File: src/include/rs_defs.svh
`ifndef RS_DEFS_SVH
`define RS_DEFS_SVH

// operand and result width
`define RS_DATA_W 32

// reorder-buffer tag width, tag 0 means the operand is already a value
`define RS_TAG_W 4

// station depth, anything from 2 to 8 works
`define RS_COUNT 4

// opcode field width
`define RS_OP_W 4

`endif

File: src/design/rs_pkg.sv
`include "rs_defs.svh"

package rs_pkg;

	// operand, result and tag types
	typedef logic [`RS_DATA_W-1:0] data_t;
	typedef logic [`RS_TAG_W-1:0] rob_tag_t;

	// integer operations handled by the issue stage
	typedef enum logic [`RS_OP_W-1:0] {
		OP_ADD  = 4'd0,
		OP_SUB  = 4'd1,
		OP_AND  = 4'd2,
		OP_OR   = 4'd3,
		OP_XOR  = 4'd4,
		OP_SLL  = 4'd5,
		OP_SRL  = 4'd6,
		OP_SLT  = 4'd7,
		// immediate forms, the immediate lands in the second operand
		OP_ADDI = 4'd8,
		OP_LUI  = 4'd9
	} opcode_e;

	// receiving side of the four-phase handshake
	typedef enum logic {
		DS_IDLE = 1'b0,
		DS_ACK  = 1'b1
	} disp_state_e;

endpackage

File: src/design/rs_alu.sv
`include "rs_defs.svh"

module rs_alu import rs_pkg::*; (
	input  logic        clk_in,
	input  logic        rob_rs_rst_in,

	// issue from the station, always accepted
	input  logic        iss_valid,
	input  opcode_e     iss_opcode,
	input  rob_tag_t    iss_dest,
	input  data_t       iss_a,
	input  data_t       iss_b,

	// result broadcast
	output logic        cdb_valid,
	output rob_tag_t    cdb_tag,
	output data_t       cdb_value
);

	// stage one holds the operation
	logic     s1_valid;
	opcode_e  s1_op;
	rob_tag_t s1_dest;
	data_t    s1_a;
	data_t    s1_b;

	data_t    result;

	always_ff @(posedge clk_in) begin
		if (rob_rs_rst_in) begin
			s1_valid <= 1'b0;
		end else begin
			s1_valid <= iss_valid;
		end
	end

	always_ff @(posedge clk_in) begin
		if (iss_valid) begin
			s1_op   <= iss_opcode;
			s1_dest <= iss_dest;
			s1_a    <= iss_a;
			s1_b    <= iss_b;
		end
	end

	always_comb begin
		case (s1_op)
			OP_ADD, OP_ADDI: result = s1_a + s1_b;
			OP_SUB:          result = s1_a - s1_b;
			OP_AND:          result = s1_a & s1_b;
			OP_OR:           result = s1_a | s1_b;
			OP_XOR:          result = s1_a ^ s1_b;
			OP_SLL:          result = s1_a << s1_b[4:0];
			OP_SRL:          result = s1_a >> s1_b[4:0];
			OP_SLT:          result = data_t'($signed(s1_a) < $signed(s1_b));
			// immediate already sits in b
			OP_LUI:          result = s1_b << 12;
			default:         result = '0;
		endcase
	end

	// stage two drives the CDB
	always_ff @(posedge clk_in) begin
		if (rob_rs_rst_in) begin
			cdb_valid <= 1'b0;
		end else begin
			cdb_valid <= s1_valid;
		end
	end

	always_ff @(posedge clk_in) begin
		if (s1_valid) begin
			cdb_tag   <= s1_dest;
			cdb_value <= result;
		end
	end

endmodule

File: src/design/rs_dispatcher.sv
`include "rs_defs.svh"

module rs_dispatcher import rs_pkg::*; (
	input  logic        clk_in,
	input  logic        rob_rs_rst_in,

	// instruction input, four-phase req/ack
	input  logic        ins_req,
	output logic        ins_ack,
	input  opcode_e     ins_opcode,
	input  rob_tag_t    ins_dest,
	input  rob_tag_t    ins_qj,
	input  rob_tag_t    ins_qk,
	input  data_t       ins_vj,
	input  data_t       ins_vk,
	input  data_t       ins_imm,

	// station write port
	input  logic        st_free,
	output logic        st_wr,
	output opcode_e     st_opcode,
	output rob_tag_t    st_dest,
	output rob_tag_t    st_qj,
	output data_t       st_vj,
	output rob_tag_t    st_qk,
	output data_t       st_vk
);

	disp_state_e state;
	disp_state_e next_state;

	// one write per request, only while a slot is free
	assign st_wr = (state == DS_IDLE) && ins_req && st_free;

	// ack stays up until the producer has dropped its request
	assign ins_ack = (state == DS_ACK);

	always_comb begin
		next_state = state;
		case (state)
			DS_IDLE: begin
				if (st_wr) begin
					next_state = DS_ACK;
				end
			end
			DS_ACK: begin
				if (!ins_req) begin
					next_state = DS_IDLE;
				end
			end
			default: begin
				next_state = DS_IDLE;
			end
		endcase
	end

	always_ff @(posedge clk_in) begin
		if (rob_rs_rst_in) begin
			state <= DS_IDLE;
		end else begin
			state <= next_state;
		end
	end

	// operand forming
	always_comb begin
		st_opcode = ins_opcode;
		st_dest   = ins_dest;
		st_qj     = ins_qj;
		st_vj     = ins_vj;
		st_qk     = ins_qk;
		st_vk     = ins_vk;
		case (ins_opcode)
			OP_ADDI: begin
				// rs2 is replaced by the immediate
				st_qk = '0;
				st_vk = ins_imm;
			end
			OP_LUI: begin
				// no register source at all
				st_qj = '0;
				st_qk = '0;
				st_vk = ins_imm;
			end
			default: begin
			end
		endcase
	end

endmodule

File: src/design/rs_station.sv
`include "rs_defs.svh"

module rs_station import rs_pkg::*; (
	input  logic        clk_in,
	input  logic        rob_rs_rst_in,

	// write port from the dispatcher
	input  logic        st_wr,
	input  opcode_e     st_opcode,
	input  rob_tag_t    st_dest,
	input  rob_tag_t    st_qj,
	input  data_t       st_vj,
	input  rob_tag_t    st_qk,
	input  data_t       st_vk,
	output logic        st_free,

	// common data bus snoop
	input  logic        cdb_valid,
	input  rob_tag_t    cdb_tag,
	input  data_t       cdb_value,

	// issue to the ALU
	output logic        iss_valid,
	output opcode_e     iss_opcode,
	output rob_tag_t    iss_dest,
	output data_t       iss_a,
	output data_t       iss_b
);

	localparam int IDX_W = $clog2(`RS_COUNT);

	logic [`RS_COUNT-1:0] busy;
	opcode_e  ent_op   [0:`RS_COUNT-1];
	rob_tag_t ent_dest [0:`RS_COUNT-1];
	rob_tag_t ent_qj   [0:`RS_COUNT-1];
	data_t    ent_vj   [0:`RS_COUNT-1];
	rob_tag_t ent_qk   [0:`RS_COUNT-1];
	data_t    ent_vk   [0:`RS_COUNT-1];

	logic [`RS_COUNT-1:0] ready;
	logic [IDX_W-1:0]     free_idx;
	logic [IDX_W-1:0]     iss_idx;
	logic                 iss_hit;
	logic                 cdb_hit;

	// operands of the incoming entry after the write-time bypass
	rob_tag_t wr_qj;
	data_t    wr_vj;
	rob_tag_t wr_qk;
	data_t    wr_vk;

	assign st_free = ~&busy;
	assign cdb_hit = cdb_valid && (cdb_tag != '0);

	// lowest empty slot
	always_comb begin
		free_idx = '0;
		for (int i = `RS_COUNT - 1; i >= 0; i--) begin
			if (!busy[i]) begin
				free_idx = IDX_W'(i);
			end
		end
	end

	// lowest entry with both operands present wins the issue slot
	always_comb begin
		iss_idx = '0;
		for (int i = 0; i < `RS_COUNT; i++) begin
			ready[i] = busy[i] && (ent_qj[i] == '0) && (ent_qk[i] == '0);
		end
		for (int i = `RS_COUNT - 1; i >= 0; i--) begin
			if (ready[i]) begin
				iss_idx = IDX_W'(i);
			end
		end
	end

	assign iss_hit = |ready;

	// a result broadcast on the write edge is caught here
	always_comb begin
		wr_qj = st_qj;
		wr_vj = st_vj;
		wr_qk = st_qk;
		wr_vk = st_vk;
		if (cdb_hit && (st_qj == cdb_tag)) begin
			wr_qj = '0;
			wr_vj = cdb_value;
		end
		if (cdb_hit && (st_qk == cdb_tag)) begin
			wr_qk = '0;
			wr_vk = cdb_value;
		end
	end

	// occupancy and issue strobe
	always_ff @(posedge clk_in) begin
		if (rob_rs_rst_in) begin
			busy      <= '0;
			iss_valid <= 1'b0;
		end else begin
			iss_valid <= iss_hit;
			if (iss_hit) begin
				busy[iss_idx] <= 1'b0;
			end
			// the free slot is never the issuing one
			if (st_wr) begin
				busy[free_idx] <= 1'b1;
			end
		end
	end

	// entry payload, wakeup and issue operands
	always_ff @(posedge clk_in) begin
		for (int i = 0; i < `RS_COUNT; i++) begin
			if (busy[i] && cdb_hit) begin
				if (ent_qj[i] == cdb_tag) begin
					ent_qj[i] <= '0;
					ent_vj[i] <= cdb_value;
				end
				if (ent_qk[i] == cdb_tag) begin
					ent_qk[i] <= '0;
					ent_vk[i] <= cdb_value;
				end
			end
		end
		if (st_wr) begin
			ent_op[free_idx]   <= st_opcode;
			ent_dest[free_idx] <= st_dest;
			ent_qj[free_idx]   <= wr_qj;
			ent_vj[free_idx]   <= wr_vj;
			ent_qk[free_idx]   <= wr_qk;
			ent_vk[free_idx]   <= wr_vk;
		end
		if (iss_hit) begin
			iss_opcode <= ent_op[iss_idx];
			iss_dest   <= ent_dest[iss_idx];
			iss_a      <= ent_vj[iss_idx];
			iss_b      <= ent_vk[iss_idx];
		end
	end

endmodule

File: src/design/rs_top.sv
module rs_top import rs_pkg::*; (
	input  logic        clk_in,
	input  logic        rob_rs_rst_in,

	// instruction input
	input  logic        ins_req,
	output logic        ins_ack,
	input  opcode_e     ins_opcode,
	input  rob_tag_t    ins_dest,
	input  rob_tag_t    ins_qj,
	input  rob_tag_t    ins_qk,
	input  data_t       ins_vj,
	input  data_t       ins_vk,
	input  data_t       ins_imm,

	// CDB export
	output logic        cdb_valid,
	output rob_tag_t    cdb_tag,
	output data_t       cdb_value
);

	// dispatcher to station
	logic     st_wr;
	logic     st_free;
	opcode_e  st_opcode;
	rob_tag_t st_dest;
	rob_tag_t st_qj;
	data_t    st_vj;
	rob_tag_t st_qk;
	data_t    st_vk;

	// station to ALU
	logic     iss_valid;
	opcode_e  iss_opcode;
	rob_tag_t iss_dest;
	data_t    iss_a;
	data_t    iss_b;

	rs_dispatcher dispatcher_i (
		.clk_in        (clk_in),
		.rob_rs_rst_in (rob_rs_rst_in),
		.ins_req       (ins_req),
		.ins_ack       (ins_ack),
		.ins_opcode    (ins_opcode),
		.ins_dest      (ins_dest),
		.ins_qj        (ins_qj),
		.ins_qk        (ins_qk),
		.ins_vj        (ins_vj),
		.ins_vk        (ins_vk),
		.ins_imm       (ins_imm),
		.st_free       (st_free),
		.st_wr         (st_wr),
		.st_opcode     (st_opcode),
		.st_dest       (st_dest),
		.st_qj         (st_qj),
		.st_vj         (st_vj),
		.st_qk         (st_qk),
		.st_vk         (st_vk)
	);

	// the ALU result loops back for operand wakeup
	rs_station station_i (
		.clk_in        (clk_in),
		.rob_rs_rst_in (rob_rs_rst_in),
		.st_wr         (st_wr),
		.st_opcode     (st_opcode),
		.st_dest       (st_dest),
		.st_qj         (st_qj),
		.st_vj         (st_vj),
		.st_qk         (st_qk),
		.st_vk         (st_vk),
		.st_free       (st_free),
		.cdb_valid     (cdb_valid),
		.cdb_tag       (cdb_tag),
		.cdb_value     (cdb_value),
		.iss_valid     (iss_valid),
		.iss_opcode    (iss_opcode),
		.iss_dest      (iss_dest),
		.iss_a         (iss_a),
		.iss_b         (iss_b)
	);

	rs_alu alu_i (
		.clk_in        (clk_in),
		.rob_rs_rst_in (rob_rs_rst_in),
		.iss_valid     (iss_valid),
		.iss_opcode    (iss_opcode),
		.iss_dest      (iss_dest),
		.iss_a         (iss_a),
		.iss_b         (iss_b),
		.cdb_valid     (cdb_valid),
		.cdb_tag       (cdb_tag),
		.cdb_value     (cdb_value)
	);

endmodule

File: config.mk
export PLATFORM = sky130hd
export DESIGN_NAME = rs_top
export DESIGN_NICKNAME = d
export VERILOG_FILES = /design/src/design/rs_pkg.sv /design/src/design/rs_alu.sv /design/src/design/rs_dispatcher.sv /design/src/design/rs_station.sv /design/src/design/rs_top.sv
export VERILOG_INCLUDE_DIRS = /design/src /design/src/include
export SDC_FILE = /design/constraint.sdc
export NUM_CORES = 1
export LEC_CHECK = 0
export BUFFER_PORTS_ARGS = -buffer_cell sky130_fd_sc_hd__buf_2
export CORE_MARGIN = 2
export CORE_UTILIZATION = 39
export DETAILED_ROUTE_END_ITERATION = 6
export PLACE_DENSITY = 0.56
export SLEW_MARGIN = 20
export SYNTH_ARGS = -nofsm -noshare
export SYNTH_HDL_FRONTEND = slang
export SYNTH_SLANG_ARGS = --single-unit
File: constraint.sdc
create_clock -name clk_in -period 4.14 [get_ports clk_in]
set_clock_uncertainty 0.1 [all_clocks]
set_input_delay 0 -clock clk_in [delete_from_list [all_inputs] [get_ports clk_in]]
set_output_delay 0 -clock clk_in [all_outputs]
set_load 0.1 [all_outputs]
==> metrics.md <==
| Metric | Value |
|---|---|
| Outcome | completed |
| Crit path max fanout | 20 |
| Row cnt | 99 |
| TritonCTS Sinks | 508 |
| Sequential area share after synthesis | 52.69% |
| Async set or reset register ratio after synthesis | 0% |
| Gpl congestion | 1.018 |
| CP endpoint kind | flip-flop |
| Slew @ Worst Pin | 1.093 ns |
| Final critical-path required period | 3.891 ns |
| Most common cell after layout, fill and taps aside | edfxtp_1 |
| Number of fill cells | 6,692 |
| Max Fclk | 257.0 MHz |
| GRT Total Usage | 28.54% |
| Core Box Area | 0.07308 mm2 |
| R2r setup slk | 0.25 ns |
| R2R Path End | alu_i.cdb_value[30] |
| Kind of critical path | flip-flop to flip-flop |
| Synthesized area per cell | 11.27 um2 |
| Synth warn | 0 |
| CTS tree | yes |
| Post-DP HPWL | 76,580 um |
| Number of synthesized flops with an enable pin | 500 |
| Initial DRC count | 3,105 |
| Clock buffer count from CTS | 55 |
| Pwr/cell area | 332.4 mW/mm2 |
| DR vias | 23,219 |
| Initial Util | 39.41% |
| Final WS setup | 0.2485 ns |
| Worst-case reg-to-reg path depth | 12 |
| Synth Register Bits | 508 |
| Worst Hold Slack | 0.02731 ns |
| Synth unique cells | 86 |
| Horiz. Die Dim | 275.8 um |
| Worst r2r src | alu_i.s1_b[0] |
| Min-delay src | ins_dest[3] |
| Area share of the largest cell type after synthesis | 52.13% |
| Cell total after placement | 3,602 |
| RSZ-0062 raised after global routing | no |
| Top post-synthesis cells by area | edfxtp_1 52%, mux2_2 4.8%, ha_1 4.2%, nor2_1 4.0%, a21oi_1 4.0% |
| DR vias/cell | 6.085 |
| Max_slew headroom | 27.10% |
| Area leader, netlist | edfxtp_1 |
| Detailed-route wire length per cell | 28.80 um |
| Final cell count without fillers | 3,816 |
| Number of buffers added for setup after CTS | 0 |
| Hold worst-path end | station_i.ent_dest[2][3] |
| Largest net degree at the start of global routing | 63 |
| Final wirelength | 109,900 um |
| Worst-skew pair later-pin latency | 0.63 ns |
| Crit share post-route | 94.00% |
| I/O pin count | 153 |
| Post-Syn Nets | 2,770 |
| Area Overhead vs Synth | 19.21% |
| CP startpoint kind | flip-flop |
| GRT overflow | 0 |
| CP required | 4.40 ns |
| Initial antenna violation count | 4 |
| Ant. Diodes | 0 |
| Largest buffer count on any clock path | 3 |
| Vias in the first global route | 22,428 |
| Setup violators final | 0 |
| Cell count of the worst hold path | 2 |
| Resized cells post-CTS | 0 |
| Die extent in y | 275.8 um |
| # DRC | 0 |
| VDD IR max | 319.1 uV |
| H-Tree Depth | 2 |
| Cell Area, Synth | 0.02880 mm2 |
| Share of cells above drive strength 1 | 20.23% |
| Register Area | 0.01518 mm2 |
| Final #Nets | 3,029 |
| Final ANT Viol Nets | 0 |
| Area of the multi-input gates | 0.01273 mm2 |
| I/O Buffers | 152 |
| Worst slack at placement | 0.3882 ns |
| Post-Syn Instances | 2,556 |
| Util after Layout | 46.98% |
| Pins Over Slew Limit | 0 |
| Most frequent cells in the layout | 500 x edfxtp_1, 299 x nor2_1, 238 x nand2_1 |
| Clk root buf | clkbuf_16 |
| Clock-pin slew on the worst setup and hold paths | 0.07 ns |
| Critical Path AT | 4.15 ns |
| Min-Delay Path Class | input port to flip-flop |
| Leak Pwr | 12.74 nW |
| Hold Violations, Final | 0 |
| Full die area | 0.07604 mm2 |
| First-pass GRT wire length | 158,100 um |
| Max Cap Viol | 0 |
| TritonRoute pass-1 iters | 6 |
| Post-synth top flop | edfxtp_1 |
power breakdown:
part | switching, mW | leakage, nW | internal, mW | total [mW]
clock | 2.13 | 0.896 | 3.01 | 5.14
combinational | 0.297 | 7.26 | 0.234 | 0.532
sequential | 0.0285 | 4.59 | 5.71 | 5.74
total | 2.46 | 12.7 | 8.95 | 11.4
cells by family (layout without fill, tap and decap cells):
family / count (synthesis) / after routing / share of synthesized area [%]
compound gates: 639 / 639 / 15.01
xor+xnor: 41 / 41 / 1.247
fa+ha+maj: 99 / 99 / 4.353
buf+inv: 277 / 578 / 3.866
flops: 508 / 508 / 52.69
mux: 256 / 256 / 11.55
simple gates: 736 / 736 / 11.29
layout make-up:
cell class                 instances  area share [%]
clock buffer                      63           4.096
clock inverter                    36           1.370
inverter                          98           1.071
multi-input combinational       1771           37.08
sequential                       508           44.21
tap                              959           3.495
timing repair buffer             381           8.680
timing repair:
action                                  4_1_cts  5_1_grt
endpoints found under the setup margin        0        0
endpoints found under the hold margin       328        0
hold buffers                                115        0
stage by stage:
stage / TNS [ns] / power, mW / area [um2]
global placement: 0 / 6.264 / 31310
floorplan: -224.76 / 6.080 / 28800
finish: 0 / 11.41 / 34340
detailed placement: 0 / 6.278 / 31310
CTS: 0 / 11.49 / 34340
global route: 0 / 11.74 / 34340
worst max-delay path: stages (launching register included):
cell	delay, ns
edfxtp_1	0.37
buf_4	0.19
buf_4	0.35
inv_2	0.16
ha_1	0.34
a21oi_1	0.18
buf_4	0.17
a21oi_1	0.18
a21oi_1	0.61
o211ai_1	0.28
nor4_1	0.39
o211ai_1	0.13
a21boi_1	0.14
metal layers:
layer	vias up	GRT usage [%]	part of all wire (%)
met4	2	14.90	5.9
met5	-	0	0.011
met2	1113	44.20	45
met1	11648	38.99	42
li1	10241	-	-
met3	215	4.106	7.2
Yosys cell counts, types with 31 or more instances:
master    number
edfxtp_1     500
nor2_1       307
nand2_1      239
a21oi_1      230
mux2_2       124
clkbuf_1     120
ha_1          97
inv_1         94
mux2i_1       78
o21ai_0       77
a222oi_1      72
mux4_2        48
xnor2_1       39
buf_2         35
nor3_1        31
worst max-delay path by stage:
stage,from,end,depth (start not counted)
after floorplan,alu_i.cdb_tag[0],station_i.ent_qj[0][0],5
after global placement,alu_i.s1_b[0],alu_i.cdb_value[30],12
final,alu_i.s1_b[0],alu_i.cdb_value[30],12
after CTS,alu_i.s1_b[0],alu_i.cdb_value[30],12
after global routing,alu_i.s1_a[18],alu_i.cdb_value[25],11
after detailed placement,alu_i.s1_b[0],alu_i.cdb_value[30],12
flip-flops by register name, summed over array words and instances, names as in the netlist, 16 cells and up:
signal and flops:
alu_i.cdb_value 32, alu_i.s1_a 32, alu_i.s1_b 32, station_i.ent_dest 16, station_i.ent_op 16, station_i.ent_qj 16
station_i.ent_qk 16, station_i.ent_vj 128, station_i.ent_vk 128, station_i.iss_a 32, station_i.iss_b 32
No activity file was read; power rests on OpenSTA's default activity.
